===== src/design/opl3_pkg.sv =====
package opl3_pkg;
    // register file geometry
    localparam int REG_FILE_DATA_WIDTH = 8;                   // one host byte per register
    localparam int NUM_BANKS           = 2;                   // bank 0 OPL2 compatible, bank 1 OPL3
    localparam int NUM_REG_PER_BANK    = 256;
    localparam int NUM_OPERATORS       = 18;                  // per bank
    localparam int NUM_CHANNELS        = 9;                   // per bank
    localparam int BANK_WIDTH          = $clog2(NUM_BANKS);
    localparam int REG_ADDR_WIDTH      = $clog2(NUM_REG_PER_BANK);

    // decoded field widths
    localparam int REG_FNUM_WIDTH           = 10;             // frequency number
    localparam int REG_BLOCK_WIDTH          = 3;              // octave
    localparam int REG_MULT_WIDTH           = 4;
    localparam int REG_WS_WIDTH             = 3;              // wave select
    localparam int REG_ENV_WIDTH            = 4;              // ar/dr/sl/rr
    localparam int REG_TL_WIDTH             = 6;
    localparam int REG_KSL_WIDTH            = 2;
    localparam int REG_FB_WIDTH             = 3;
    localparam int REG_CONNECTION_SEL_WIDTH = 6;              // 4-op pair enables
    localparam int REG_TIMER_WIDTH          = 8;

    // timers, counted in sample_en pulses
    localparam int NUM_TIMERS        = 2;
    localparam int TIMER1_DIV        = 4;                     // about 80 us per tick
    localparam int TIMER2_DIV        = 16;                    // about 320 us per tick
    localparam int TIMER_PRESC_WIDTH = $clog2(TIMER2_DIV);    // sized for the slower timer

    // register addresses
    localparam logic [REG_ADDR_WIDTH-1:0] ADDR_TIMER1       = 8'h02;
    localparam logic [REG_ADDR_WIDTH-1:0] ADDR_TIMER2       = 8'h03;
    localparam logic [REG_ADDR_WIDTH-1:0] ADDR_TIMER_CTRL   = 8'h04; // bank 1 4-op select
    localparam logic [REG_ADDR_WIDTH-1:0] ADDR_NEW          = 8'h05; // bank 1 only
    localparam logic [REG_ADDR_WIDTH-1:0] ADDR_NTS          = 8'h08;
    localparam logic [REG_ADDR_WIDTH-1:0] ADDR_OP_AM_MULT   = 8'h20; // + slot offset
    localparam logic [REG_ADDR_WIDTH-1:0] ADDR_OP_KSL_TL    = 8'h40;
    localparam logic [REG_ADDR_WIDTH-1:0] ADDR_OP_AR_DR     = 8'h60;
    localparam logic [REG_ADDR_WIDTH-1:0] ADDR_OP_SL_RR     = 8'h80;
    localparam logic [REG_ADDR_WIDTH-1:0] ADDR_OP_WS        = 8'hE0;
    localparam logic [REG_ADDR_WIDTH-1:0] ADDR_CH_FNUM_LO   = 8'hA0; // + channel
    localparam logic [REG_ADDR_WIDTH-1:0] ADDR_CH_KON_BLOCK = 8'hB0;
    localparam logic [REG_ADDR_WIDTH-1:0] ADDR_CH_FB_CNT    = 8'hC0;
    localparam logic [REG_ADDR_WIDTH-1:0] ADDR_RHYTHM       = 8'hBD;

    typedef logic [REG_FILE_DATA_WIDTH-1:0] reg_array_t [NUM_BANKS][NUM_REG_PER_BANK];

    // register 0x04 of bank 0 is read as timer control unless irq_rst is set
    typedef union packed {
        struct packed {
            logic       irq_rst;
            logic       mt1;                                  // mask timer 1 flag
            logic       mt2;                                  // mask timer 2 flag
            logic [2:0] unused;
            logic       st2;                                  // start timer 2
            logic       st1;                                  // start timer 1
        } ctrl;
        struct packed {
            logic       irq_rst;                              // clears both flags
            logic [6:0] ignored;
        } rst;
    } timer_ctrl_u;
endpackage


===== src/design/opl3_host_decode.sv =====
module opl3_host_decode (
    input  logic                                        clk,
    input  logic                                        arst_n,
    input  logic                                        wr,        // one-cycle write strobe
    input  logic [1:0]                                  addr,      // [0] data/addr, [1] bank
    input  logic [opl3_pkg::REG_FILE_DATA_WIDTH-1:0]    din,
    output opl3_pkg::reg_array_t                        opl3_reg,
    output logic                                        irq_rst
);
    import opl3_pkg::*;

    logic                      addr_wr;      // address phase
    logic                      data_wr;      // data phase
    logic [BANK_WIDTH-1:0]     bank;         // latched bank select
    logic [REG_ADDR_WIDTH-1:0] reg_addr;     // latched register address
    logic                      is_ctrl_reg;  // latch points at bank 0 reg 04
    logic                      rst_req;      // data write is a flag reset
    timer_ctrl_u               wr_view;      // incoming byte seen as reg 04

    assign addr_wr = wr && !addr[0];
    assign data_wr = wr && addr[0];
    assign wr_view = din;

    assign is_ctrl_reg = (bank == '0) && (reg_addr == ADDR_TIMER_CTRL);
    assign rst_req     = data_wr && is_ctrl_reg && wr_view.rst.irq_rst;

    // address latch
    always_ff @(posedge clk or negedge arst_n) begin
        if (!arst_n) begin
            bank     <= '0;
            reg_addr <= '0;
        end else if (addr_wr) begin
            bank     <= addr[1];   // bank chosen by the address port used
            reg_addr <= din;
        end
    end

    // register array write
    always_ff @(posedge clk or negedge arst_n) begin
        if (!arst_n) begin
            opl3_reg <= '{default: '0};
        end else if (data_wr && !rst_req) begin
            opl3_reg[bank][reg_addr] <= din;   // visible one cycle after strobe
        end
    end

    // flag reset pulse
    // the byte with irq_rst set is not stored, so st/mt keep their settings
    always_ff @(posedge clk or negedge arst_n) begin
        if (!arst_n) begin
            irq_rst <= 1'b0;
        end else begin
            irq_rst <= rst_req && !irq_rst;   // single cycle even on back-to-back writes
        end
    end
endmodule


===== src/design/opl3_timers.sv =====
module opl3_timers (
    input  logic                 clk,
    input  logic                 arst_n,
    input  logic                 sample_en,   // one pulse per output sample
    input  opl3_pkg::reg_array_t opl3_reg,
    input  logic                 irq_rst,     // clears ft1/ft2
    output logic                 ft1,         // timer 1 overflow flag
    output logic                 ft2,         // timer 2 overflow flag
    output logic                 irq
);
    import opl3_pkg::*;

    timer_ctrl_u                    ctrl;                 // bank 0 reg 04
    logic [REG_TIMER_WIDTH-1:0]     preload [NUM_TIMERS]; // regs 02/03
    logic                           start   [NUM_TIMERS];
    logic                           mask    [NUM_TIMERS];
    logic [TIMER_PRESC_WIDTH-1:0]   presc   [NUM_TIMERS]; // sample_en divider
    logic [REG_TIMER_WIDTH-1:0]     tmr_cnt [NUM_TIMERS]; // up counter
    logic                           tick    [NUM_TIMERS]; // counter step
    logic                           ovf     [NUM_TIMERS]; // step from 255
    logic                           flag    [NUM_TIMERS];

    assign ctrl = opl3_reg[0][ADDR_TIMER_CTRL];

    assign preload[0] = opl3_reg[0][ADDR_TIMER1];
    assign preload[1] = opl3_reg[0][ADDR_TIMER2];
    assign start[0]   = ctrl.ctrl.st1;
    assign start[1]   = ctrl.ctrl.st2;
    assign mask[0]    = ctrl.ctrl.mt1;
    assign mask[1]    = ctrl.ctrl.mt2;

    for (genvar i = 0; i < NUM_TIMERS; i++) begin : g_timer
        localparam int DIV = (i == 0) ? TIMER1_DIV : TIMER2_DIV;

        assign tick[i] = start[i] && sample_en
                         && (presc[i] == TIMER_PRESC_WIDTH'(DIV - 1));
        assign ovf[i]  = tick[i] && (tmr_cnt[i] == '1);

        // prescaler restarts whenever the timer is stopped
        always_ff @(posedge clk or negedge arst_n) begin
            if (!arst_n) begin
                presc[i] <= '0;
            end else if (!start[i]) begin
                presc[i] <= '0;
            end else if (sample_en) begin
                if (presc[i] == TIMER_PRESC_WIDTH'(DIV - 1))
                    presc[i] <= '0;
                else
                    presc[i] <= presc[i] + 1'b1;
            end
        end

        always_ff @(posedge clk or negedge arst_n) begin
            if (!arst_n) begin
                tmr_cnt[i] <= '0;
            end else if (!start[i]) begin
                tmr_cnt[i] <= preload[i];           // stopped timer tracks preload
            end else if (ovf[i]) begin
                tmr_cnt[i] <= preload[i];           // reload on overflow
            end else if (tick[i]) begin
                tmr_cnt[i] <= tmr_cnt[i] + 1'b1;
            end
        end

        always_ff @(posedge clk or negedge arst_n) begin
            if (!arst_n) begin
                flag[i] <= 1'b0;
            end else if (irq_rst) begin
                flag[i] <= 1'b0;                    // reset beats a same-cycle set
            end else if (ovf[i] && !mask[i]) begin
                flag[i] <= 1'b1;                    // masked timer still reloads
            end
        end
    end

    assign ft1 = flag[0];
    assign ft2 = flag[1];
    assign irq = ft1 || ft2;   // level, held until irq_rst
endmodule


===== src/design/opl3_reg_fields.sv =====
module opl3_reg_fields (
    input  opl3_pkg::reg_array_t opl3_reg,
    input  logic                 ft1,
    input  logic                 ft2,
    input  logic                 irq,
    // globals
    output logic [opl3_pkg::REG_CONNECTION_SEL_WIDTH-1:0] connection_sel,
    output logic is_new,                                     // OPL3 mode enable
    output logic nts,                                        // keyboard split select
    output logic dam,                                        // tremolo depth
    output logic dvb,                                        // vibrato depth
    output logic ryt,                                        // rhythm mode
    output logic bd,
    output logic sd,
    output logic tom,
    output logic tc,
    output logic hh,
    // per operator
    output logic am  [opl3_pkg::NUM_BANKS][opl3_pkg::NUM_OPERATORS],
    output logic vib [opl3_pkg::NUM_BANKS][opl3_pkg::NUM_OPERATORS],
    output logic egt [opl3_pkg::NUM_BANKS][opl3_pkg::NUM_OPERATORS], // sustain envelope
    output logic ksr [opl3_pkg::NUM_BANKS][opl3_pkg::NUM_OPERATORS],
    output logic [opl3_pkg::REG_MULT_WIDTH-1:0] mult [opl3_pkg::NUM_BANKS][opl3_pkg::NUM_OPERATORS],
    output logic [opl3_pkg::REG_KSL_WIDTH-1:0]  ksl  [opl3_pkg::NUM_BANKS][opl3_pkg::NUM_OPERATORS],
    output logic [opl3_pkg::REG_TL_WIDTH-1:0]   tl   [opl3_pkg::NUM_BANKS][opl3_pkg::NUM_OPERATORS],
    output logic [opl3_pkg::REG_ENV_WIDTH-1:0]  ar   [opl3_pkg::NUM_BANKS][opl3_pkg::NUM_OPERATORS],
    output logic [opl3_pkg::REG_ENV_WIDTH-1:0]  dr   [opl3_pkg::NUM_BANKS][opl3_pkg::NUM_OPERATORS],
    output logic [opl3_pkg::REG_ENV_WIDTH-1:0]  sl   [opl3_pkg::NUM_BANKS][opl3_pkg::NUM_OPERATORS],
    output logic [opl3_pkg::REG_ENV_WIDTH-1:0]  rr   [opl3_pkg::NUM_BANKS][opl3_pkg::NUM_OPERATORS],
    output logic [opl3_pkg::REG_WS_WIDTH-1:0]   ws   [opl3_pkg::NUM_BANKS][opl3_pkg::NUM_OPERATORS],
    // per channel
    output logic [opl3_pkg::REG_FNUM_WIDTH-1:0]  fnum  [opl3_pkg::NUM_BANKS][opl3_pkg::NUM_CHANNELS],
    output logic [opl3_pkg::REG_BLOCK_WIDTH-1:0] block [opl3_pkg::NUM_BANKS][opl3_pkg::NUM_CHANNELS],
    output logic kon [opl3_pkg::NUM_BANKS][opl3_pkg::NUM_CHANNELS],
    output logic cha [opl3_pkg::NUM_BANKS][opl3_pkg::NUM_CHANNELS], // output routing
    output logic chb [opl3_pkg::NUM_BANKS][opl3_pkg::NUM_CHANNELS],
    output logic chc [opl3_pkg::NUM_BANKS][opl3_pkg::NUM_CHANNELS],
    output logic chd [opl3_pkg::NUM_BANKS][opl3_pkg::NUM_CHANNELS],
    output logic [opl3_pkg::REG_FB_WIDTH-1:0] fb [opl3_pkg::NUM_BANKS][opl3_pkg::NUM_CHANNELS],
    output logic cnt [opl3_pkg::NUM_BANKS][opl3_pkg::NUM_CHANNELS], // FM/AM connection
    output logic [opl3_pkg::REG_FILE_DATA_WIDTH-1:0] status
);
    import opl3_pkg::*;

    // bank-specific globals
    always_comb begin
        connection_sel = opl3_reg[1][ADDR_TIMER_CTRL][REG_CONNECTION_SEL_WIDTH-1:0];
        is_new         = opl3_reg[1][ADDR_NEW][0];
        nts            = opl3_reg[0][ADDR_NTS][6];

        dam = opl3_reg[0][ADDR_RHYTHM][7];
        dvb = opl3_reg[0][ADDR_RHYTHM][6];
        ryt = opl3_reg[0][ADDR_RHYTHM][5];
        bd  = opl3_reg[0][ADDR_RHYTHM][4];
        sd  = opl3_reg[0][ADDR_RHYTHM][3];
        tom = opl3_reg[0][ADDR_RHYTHM][2];
        tc  = opl3_reg[0][ADDR_RHYTHM][1];
        hh  = opl3_reg[0][ADDR_RHYTHM][0];
    end

    for (genvar bank = 0; bank < NUM_BANKS; bank++) begin : g_bank
        // slots 0-5, 8-13, 16-21 hold operators 0-17
        for (genvar op = 0; op < NUM_OPERATORS; op++) begin : g_op
            localparam int SLOT = op + 2 * (op / 6);

            always_comb begin
                am[bank][op]   = opl3_reg[bank][ADDR_OP_AM_MULT + SLOT][7];
                vib[bank][op]  = opl3_reg[bank][ADDR_OP_AM_MULT + SLOT][6];
                egt[bank][op]  = opl3_reg[bank][ADDR_OP_AM_MULT + SLOT][5];
                ksr[bank][op]  = opl3_reg[bank][ADDR_OP_AM_MULT + SLOT][4];
                mult[bank][op] = opl3_reg[bank][ADDR_OP_AM_MULT + SLOT][3:0];

                ksl[bank][op] = opl3_reg[bank][ADDR_OP_KSL_TL + SLOT][7:6];
                tl[bank][op]  = opl3_reg[bank][ADDR_OP_KSL_TL + SLOT][5:0];   // attenuation

                ar[bank][op] = opl3_reg[bank][ADDR_OP_AR_DR + SLOT][7:4];
                dr[bank][op] = opl3_reg[bank][ADDR_OP_AR_DR + SLOT][3:0];

                sl[bank][op] = opl3_reg[bank][ADDR_OP_SL_RR + SLOT][7:4];
                rr[bank][op] = opl3_reg[bank][ADDR_OP_SL_RR + SLOT][3:0];

                ws[bank][op] = opl3_reg[bank][ADDR_OP_WS + SLOT][2:0];   // 8 waveforms
            end
        end

        for (genvar ch = 0; ch < NUM_CHANNELS; ch++) begin : g_ch
            always_comb begin
                fnum[bank][ch][7:0] = opl3_reg[bank][ADDR_CH_FNUM_LO + ch];   // low byte

                kon[bank][ch]       = opl3_reg[bank][ADDR_CH_KON_BLOCK + ch][5];
                block[bank][ch]     = opl3_reg[bank][ADDR_CH_KON_BLOCK + ch][4:2];
                fnum[bank][ch][9:8] = opl3_reg[bank][ADDR_CH_KON_BLOCK + ch][1:0];

                chd[bank][ch] = opl3_reg[bank][ADDR_CH_FB_CNT + ch][7];
                chc[bank][ch] = opl3_reg[bank][ADDR_CH_FB_CNT + ch][6];
                chb[bank][ch] = opl3_reg[bank][ADDR_CH_FB_CNT + ch][5];
                cha[bank][ch] = opl3_reg[bank][ADDR_CH_FB_CNT + ch][4];
                fb[bank][ch]  = opl3_reg[bank][ADDR_CH_FB_CNT + ch][3:1];
                cnt[bank][ch] = opl3_reg[bank][ADDR_CH_FB_CNT + ch][0];
            end
        end
    end

    // only readable byte on the host port
    always_comb begin
        status    = '0;   // low bits read as zero
        status[7] = irq;
        status[6] = ft1;
        status[5] = ft2;
    end
endmodule


===== src/design/opl3_regs_top.sv =====
module opl3_regs_top (
    input  logic clk,
    input  logic arst_n,
    input  logic wr,
    input  logic [1:0] addr,
    input  logic [opl3_pkg::REG_FILE_DATA_WIDTH-1:0] din,
    input  logic sample_en,
    output logic [opl3_pkg::REG_FILE_DATA_WIDTH-1:0] dout,   // status byte
    output logic irq_n,                                      // active-low interrupt pin
    output logic [opl3_pkg::REG_CONNECTION_SEL_WIDTH-1:0] connection_sel,
    output logic is_new,
    output logic nts,
    output logic dam,
    output logic dvb,
    output logic ryt,
    output logic bd,
    output logic sd,
    output logic tom,
    output logic tc,
    output logic hh,
    output logic am  [opl3_pkg::NUM_BANKS][opl3_pkg::NUM_OPERATORS],
    output logic vib [opl3_pkg::NUM_BANKS][opl3_pkg::NUM_OPERATORS],
    output logic egt [opl3_pkg::NUM_BANKS][opl3_pkg::NUM_OPERATORS],
    output logic ksr [opl3_pkg::NUM_BANKS][opl3_pkg::NUM_OPERATORS],
    output logic [opl3_pkg::REG_MULT_WIDTH-1:0] mult [opl3_pkg::NUM_BANKS][opl3_pkg::NUM_OPERATORS],
    output logic [opl3_pkg::REG_KSL_WIDTH-1:0]  ksl  [opl3_pkg::NUM_BANKS][opl3_pkg::NUM_OPERATORS],
    output logic [opl3_pkg::REG_TL_WIDTH-1:0]   tl   [opl3_pkg::NUM_BANKS][opl3_pkg::NUM_OPERATORS],
    output logic [opl3_pkg::REG_ENV_WIDTH-1:0]  ar   [opl3_pkg::NUM_BANKS][opl3_pkg::NUM_OPERATORS],
    output logic [opl3_pkg::REG_ENV_WIDTH-1:0]  dr   [opl3_pkg::NUM_BANKS][opl3_pkg::NUM_OPERATORS],
    output logic [opl3_pkg::REG_ENV_WIDTH-1:0]  sl   [opl3_pkg::NUM_BANKS][opl3_pkg::NUM_OPERATORS],
    output logic [opl3_pkg::REG_ENV_WIDTH-1:0]  rr   [opl3_pkg::NUM_BANKS][opl3_pkg::NUM_OPERATORS],
    output logic [opl3_pkg::REG_WS_WIDTH-1:0]   ws   [opl3_pkg::NUM_BANKS][opl3_pkg::NUM_OPERATORS],
    output logic [opl3_pkg::REG_FNUM_WIDTH-1:0]  fnum  [opl3_pkg::NUM_BANKS][opl3_pkg::NUM_CHANNELS],
    output logic [opl3_pkg::REG_BLOCK_WIDTH-1:0] block [opl3_pkg::NUM_BANKS][opl3_pkg::NUM_CHANNELS],
    output logic kon [opl3_pkg::NUM_BANKS][opl3_pkg::NUM_CHANNELS],
    output logic cha [opl3_pkg::NUM_BANKS][opl3_pkg::NUM_CHANNELS],
    output logic chb [opl3_pkg::NUM_BANKS][opl3_pkg::NUM_CHANNELS],
    output logic chc [opl3_pkg::NUM_BANKS][opl3_pkg::NUM_CHANNELS],
    output logic chd [opl3_pkg::NUM_BANKS][opl3_pkg::NUM_CHANNELS],
    output logic [opl3_pkg::REG_FB_WIDTH-1:0] fb [opl3_pkg::NUM_BANKS][opl3_pkg::NUM_CHANNELS],
    output logic cnt [opl3_pkg::NUM_BANKS][opl3_pkg::NUM_CHANNELS]
);
    import opl3_pkg::*;

    reg_array_t opl3_reg;   // both banks, decoder to timers and fields
    logic       irq_rst;
    logic       ft1;
    logic       ft2;
    logic       irq;

    opl3_host_decode opl3_host_decode_i (
        .clk      (clk),
        .arst_n   (arst_n),
        .wr       (wr),
        .addr     (addr),
        .din      (din),
        .opl3_reg (opl3_reg),
        .irq_rst  (irq_rst)
    );

    opl3_timers opl3_timers_i (
        .clk       (clk),
        .arst_n    (arst_n),
        .sample_en (sample_en),
        .opl3_reg  (opl3_reg),
        .irq_rst   (irq_rst),
        .ft1       (ft1),
        .ft2       (ft2),
        .irq       (irq)
    );

    // field names match the top ports one to one
    opl3_reg_fields opl3_reg_fields_i (
        .*,
        .status (dout)
    );

    assign irq_n = !irq;   // pin is active low
endmodule


===== config.mk =====
export PLATFORM = sky130hd
export DESIGN_NAME = opl3_regs_top
export DESIGN_NICKNAME = d
export VERILOG_FILES = /design/src/design/opl3_pkg.sv /design/src/design/opl3_host_decode.sv /design/src/design/opl3_timers.sv /design/src/design/opl3_reg_fields.sv /design/src/design/opl3_regs_top.sv
export SDC_FILE = /design/constraint.sdc
export NUM_CORES = 2
export LEC_CHECK = 0
export ABC_CLOCK_PERIOD_IN_PS = 6500
export CAP_MARGIN = 20
export CORE_AREA = 2 2 655 657
export DETAILED_ROUTE_END_ITERATION = 6
export DIE_AREA = 0 0 657 659
export DONT_BUFFER_PORTS = 1
export PLACE_DENSITY = 0.38
export SETUP_SLACK_MARGIN = 0.1
export SYNTH_ARGS = -nofsm -noshare
export SYNTH_HDL_FRONTEND = slang
export SYNTH_SLANG_ARGS = --single-unit
export TNS_END_PERCENT = 30

===== constraint.sdc =====
create_clock -name clk -period 6.5 [get_ports clk]
set_input_delay 0.65 -clock clk [delete_from_list [all_inputs] [get_ports clk]]
set_output_delay 0.65 -clock clk [all_outputs]
set_load 0.02 [all_outputs]

---- Word-level counts from Yosys, hierarchy flattened ----
Index checks and enable logic that the tools add are counted.
storage, ports and cells
  register bits after elaboration ......... 4,132
  latch bits .............................. 0
  memory bits (writable) .................. 0
  memory bits (read-only) ................. 0
  input port bits ......................... 14
  output and inout bits ................... 1,681
  memories ................................ 0
cells by class
  add/sub/neg operators ................... 4
  multiply operators ...................... 0
  div/mod/pow operators ................... 0
  magnitude comparators ................... 4
  eq/ne operators ......................... 9
  shift-type cells ........................ 0
  multiplexer cells ....................... 21
  bitwise gates (word level) .............. 3
  reductions and logical operators ........ 26
operators with widths
  kind                   number
  $bwmux W4096           1
  $demux W2048 S1        1
  $mux W2048             1
  $demux W8 S8           1
  $mux W8                7
  $mux W4                6
  $logic_and A1 B1 Y1    17
  $add A8 B1 Y8 const B  2
  $eq A8 B8 Y1 const B   2
  $ge A9 B9 Y1 const B   1
  $lt A9 B1 Y1 const B   1
  $not A8 Y9             1
  $add A4 B1 Y4 const B  2
  $eq A8 B3 Y1 const B   1
  $logic_not A1 Y1       6
  $ne A3 B1 Y1 const B   2
  $eq A4 B2 Y1 const B   1
  $eq A4 B4 Y1 const B   1
  $mux W1                4
  $ne A2 B2 Y1 const B   2
  $reduce_bool A2 Y1     2
  $ge A2 B2 Y1 const B   1
  $lt A2 B1 Y1 const B   1
  $not A1 Y2             1
  2 further kinds        2

---- Longest topological paths before layout ----
  word-level depth ........................ 8
  gate-level depth with buffers ........... 8
  mapped depth without buffers ............ 5

---- Modules after synthesis ----
A second synthesis with hierarchy kept.
second synthesis, totals
  cell total of the unflattened synthesis .. 11,291
  area total of the unflattened synthesis .. 171,797.3 um^2
by module, submodules not included
  module            times used  cells an instance  area an instance (um^2)  seq. area each (um^2)
  opl3_host_decode  1           9,433              157,632.4                102,748.5
  opl3_reg_fields   1           1,681              12,615.8                 0.0
  opl3_timers       1           176                1,545.2                  650.6
  opl3_regs_top     1           1                  3.8                      0.0

---- Least setup slack after synthesis ----
OpenSTA, ideal clock, no wires.
  kind .................................... input port to flip-flop
  from .................................... input port din[7] (netlist bit)
  to ...................................... register opl3_host_decode_i.opl3_reg[3416] (netlist name)
  library setup time ...................... 0.125 ns
  data arrival time ....................... 2.119 ns
  slack ................................... 4.257 ns
  cell stages on the path ................. 5
  path through ............................ or4b_2 o211ai_2 nor2b_1 buf_2 mux2_2
between the ends
  longest elaborated chain between the ends .. 3
ends and longest elaborated chain
  what                 line                    RTL
  start, declared      opl3_regs_top.sv:6      input logic [opl3_pkg::REG_FILE_DATA_WIDTH-1:0] din,
  $logic_and A1 B1 Y1  opl3_host_decode.sv:25  assign rst_req = data_wr && is_ctrl_reg && wr_view.rst.irq_rst;
  $logic_not A1 Y1     opl3_host_decode.sv:42  end else if (data_wr && !rst_req) begin
  $logic_and A1 B1 Y1  opl3_host_decode.sv:42
Every way passes these cells.
A chain may end at the register's enable or synchronous reset.

==> load_flow_metrics.sql <==
INSERT INTO impl_metrics (metric_group, metric, value, unit) VALUES
('timing', 'finalWorstPathRequiredPeriod', '5.19', 'ns'),
('synthesis', 'syn_inst', '5836', ''),
('clock_tree', 'htree_num_levels', '4', ''),
('worst_setup_path', 'critical-path-top-delay-family', 'buffers and inverters', ''),
('placed_design', 'pre_cts_ws', '1.38', 'ns'),
('detailed_routing', 'route.final.wire_length', '332000', 'um'),
('placed_design', 'hpwl', '217000', 'um'),
('clock_tree', 'postCtsSetupRepairBufs', '0', ''),
('global_route', 'grt_pass1_vias', '38901', ''),
('worst_setup_path', 'worstSetupEndpointType', 'async pin', ''),
('run_status', 'violations', 'max-slew violations', ''),
('timing', 'timing.fmax', '193', 'MHz'),
('clock_tree', 'clock_tree.buffer_depth', '4', ''),
('worst_setup_path', 'cp_data_required_time', '7.32', 'ns'),
('detailed_routing', 'drc', '0', ''),
('worst_setup_path', 'critPathKind', 'in -> async', ''),
('floorplan', 'die_area', '433000', 'sq um'),
('synthesis', 'postSynth.topFlopCell', 'sky130_fd_sc_hd__dfrtp_1', ''),
('clock_tree', 'cts_tree', 'built', ''),
('cells_and_area', 'nFillCells', '46026', ''),
('floorplan', 'die-height', '659', 'um'),
('worst_setup_path', 'worst_path_largest_cell_delay', '0.84', 'ns'),
('cells_and_area', 'finish.net_count', '4260', ''),
('timing', 'setup_tns', '0', 'ns'),
('worst_setup_path', 'worst-path-buf-inv', '7', ''),
('global_route', 'grt_antenna_before_repair', '33', ''),
('detailed_routing', 'detailroute.via_count', '37465', ''),
('global_route', 'grt_max_degree', '227', ''),
('power_and_ir_drop', 'power_leakage', '0.0389', 'uW'),
('placed_design', 'place.port_buffers', '0', ''),
('synthesis', 'synthArstFlopShare', '1.00', ''),
('timing', 'finalClockSkew', '0.0357', 'ns'),
('run_status', 'result_of_the_run', 'finished, violations left', ''),
('worst_setup_path', 'timing.critical_path.from_type', 'input port', ''),
('synthesis', 'synth.cell_area', '78700', 'sq um'),
('detailed_routing', 'number_of_iterations_in_the_first_detailed_routing_pass', '5', ''),
('power_and_ir_drop', 'power_density', '316', 'nW/um^2'),
('cells_and_area', 'ff_latch_area', '43200', 'sq um'),
('timing', 'worst-slew-pin-transition', '1.83', 'ns'),
('clock_tree', 'num_cts_buffers', '211', ''),
('synthesis', 'ys_top_cells_by_count', 'sky130_fd_sc_hd__dfrtp_1 (1728), sky130_fd_sc_hd__mux2_2 (1689), sky130_fd_sc_hd__buf_4 (1672)', ''),
('synthesis', 'yosys.cell_count.top_type', 'sky130_fd_sc_hd__dfrtp_1', ''),
('cells_and_area', 'share_of_post_route_cells_with_drive_strength_above_1', '0.509', ''),
('timing', 'timing.final.max_slew_violations', '82', ''),
('cells_and_area', 'largest_register_ff_count', '1692', ''),
('clock_tree', 'ctsHoldBuffers', '28', ''),
('detailed_routing', 'drt-wirelength-per-cell', '32.8', 'um'),
('synthesis', 'yosys_register_bits', '1728', ''),
('synthesis', 'synth_enable_flop_cells', '0', ''),
('worst_setup_path', 'path_max_fanout', '215', ''),
('cells_and_area', 'area_overhead_of_the_layout_relative_to_synthesis', '3.23', '%'),
('synthesis', 'synth_seq_area_share', '0.550', ''),
('placed_design', 'placed_instance_area', '73400', 'sq um'),
('global_route', 'wire_length_of_the_first_global_routing_pass', '427000', 'um'),
('worst_setup_path', 'worstPathArrival', '6.01', 'ns'),
('clock_tree', 'clk_pin_slew_worst_paths', '0.06', 'ns'),
('timing', 'finalCritPeriodShare', '0.798', ''),
('synthesis', 'syn-mean-instance-area', '13.5', 'sq um'),
('detailed_routing', 'final_antenna_net_count', '0', ''),
('cells_and_area', 'finish.instance_area', '81200', 'sq um'),
('floorplan', 'initial_core_util', '0.185', ''),
('hold_path', 'hp-class', 'in -> reg', ''),
('synthesis', 'dominant_cells_by_area_after_synthesis', 'sky130_fd_sc_hd__dfrtp_1 (55%), sky130_fd_sc_hd__mux2_2 (24%), sky130_fd_sc_hd__buf_4 (16%)', ''),
('timing', 'finalHoldViolations', '0', ''),
('timing', 'slew_headroom', '-0.218', ''),
('power_and_ir_drop', 'vdd_ir_max', '0.222', 'mV'),
('clock_tree', 'clock-sinks', '1728', ''),
('synthesis', 'number_of_warning_messages_in_the_yosys_log', '0', ''),
('worst_setup_path', 'crit_path_top_delay_cell', 'sky130_fd_sc_hd__dlygate4sd3_1', ''),
('floorplan', 'num_io_pins', '1695', ''),
('worst_setup_path', 'most_frequent_cell_on_the_critical_path', 'sky130_fd_sc_hd__buf_16', '');
==> metal layers <==
layer  vias to the layer above  wire, um  GRT usage
met5                         -        27          0
met4                         4      7640     0.0336
met3                       332     27100     0.0489
met2                      1439    172000      0.268
met1                     20774    125000      0.167
li1                      14916         -          -
==> where the power goes <==
group	switching (uW)	total [uW]	internal, uW
clock	5010	12300	7240
combinational	699	1130	435
sequential	1060	12200	11200
==> worst reg2reg max path: cells and delay by family (launching register included) <==
| kind | cells | cell delay, ns |
|---|---|---|
| AND/OR/NAND/NOR | 3 | 2.29 |
| flip-flops | 1 | 0.95 |
| multiplexers | 1 | 0.56 |
==> area by class of cell <==
cell class,instances,area share
flip-flops and latches,1728,0.533
multi-input cells,2181,0.272
well taps,5687,0.0876
clock buffers,293,0.0746
repair buffers,113,0.0183
clock inverters,89,0.0134
diodes,26,0.000801
inverters,7,0.000324
==> cells in the final DEF, fill, tap and decap left out, types with 6 or more instances in the layout <==
cell	count
sky130_fd_sc_hd__nor2_2	34
sky130_fd_sc_hd__dlygate4sd3_1	11
sky130_fd_sc_hd__mux2_2	1689
sky130_fd_sc_hd__buf_4	66
sky130_fd_sc_hd__nor2b_1	7
sky130_fd_sc_hd__nor4bb_4	7
sky130_fd_sc_hd__nand4b_1	6
sky130_fd_sc_hd__nand2_2	22
sky130_fd_sc_hd__nand3_1	23
sky130_fd_sc_hd__nor3_2	9
sky130_fd_sc_hd__buf_12	8
sky130_fd_sc_hd__a21oi_1	7
sky130_fd_sc_hd__and3_1	8
sky130_fd_sc_hd__clkinvlp_4	11
sky130_fd_sc_hd__clkbuf_1	37
sky130_fd_sc_hd__clkinv_2	40
sky130_fd_sc_hd__dfrtp_1	1728
sky130_fd_sc_hd__inv_1	7
sky130_fd_sc_hd__buf_16	24
sky130_fd_sc_hd__nor2_4	9
sky130_fd_sc_hd__nor2_1	54
sky130_fd_sc_hd__mux2_1	11
sky130_fd_sc_hd__diode_2	26
sky130_fd_sc_hd__or3_1	6
sky130_fd_sc_hd__nand4_1	10
sky130_fd_sc_hd__bufinv_16	18
sky130_fd_sc_hd__inv_6	9
sky130_fd_sc_hd__nand2_1	160
sky130_fd_sc_hd__o21ai_0	11
sky130_fd_sc_hd__clkbuf_16	213
sky130_fd_sc_hd__clkbuf_8	43
sky130_fd_sc_hd__and2_1	7
==> worst paths after layout <==
| check | start | end | slack [ns] | cells after the start |
|---|---|---|---|---|
| worst max register to register | opl3_host_decode_i.reg_addr[0] | opl3_host_decode_i.opl3_reg[1394] | 2.54 | 4 |
| worst min register to register | opl3_host_decode_i.opl3_reg[4076] | opl3_timers_i.tmr_cnt[12] | 0.49 | 2 |
| worst max-delay path | arst_n | opl3_host_decode_i.opl3_reg[1625] | 1.31 | 7 |
| max in group clk | opl3_host_decode_i.reg_addr[0] | opl3_host_decode_i.opl3_reg[1394] | 2.54 | 4 |
| worst min-delay path | sample_en | opl3_timers_i.presc[3] | 0.14 | 3 |
| min in group asynchronous | arst_n | opl3_host_decode_i.opl3_reg[1450] | 0.17 | 1 |
==> metrics by stage <==
stage | power [uW] | utilization | hold WS (ns)
floorplan | 13300 | - | 0.354
global placement | 13400 | 0.172 | 0.355
detailed placement | 13400 | 0.172 | 0.355
CTS | 26100 | 0.190 | 0.00702
global route | 26600 | 0.191 | 0.0344
finish | 25600 | 0.191 | 0.144
==> cell families (layout without fill, tap and decap cells) <==
family                   Yosys count  in the layout  synth area share
AND/OR/NAND/NOR                  414            414            0.0282
adder cells (fa/ha/maj)            4              4          0.000636
flip-flops                      1728           1728             0.550
multiplexers                    1705           1705             0.244
AO/OA/AOI/OAI                     47             47           0.00409
XOR/XNOR                           6              6          0.000668
buffers and inverters           1931            502             0.173
other                              1             31         0.0000477
(Power assumes the default switching activity.)
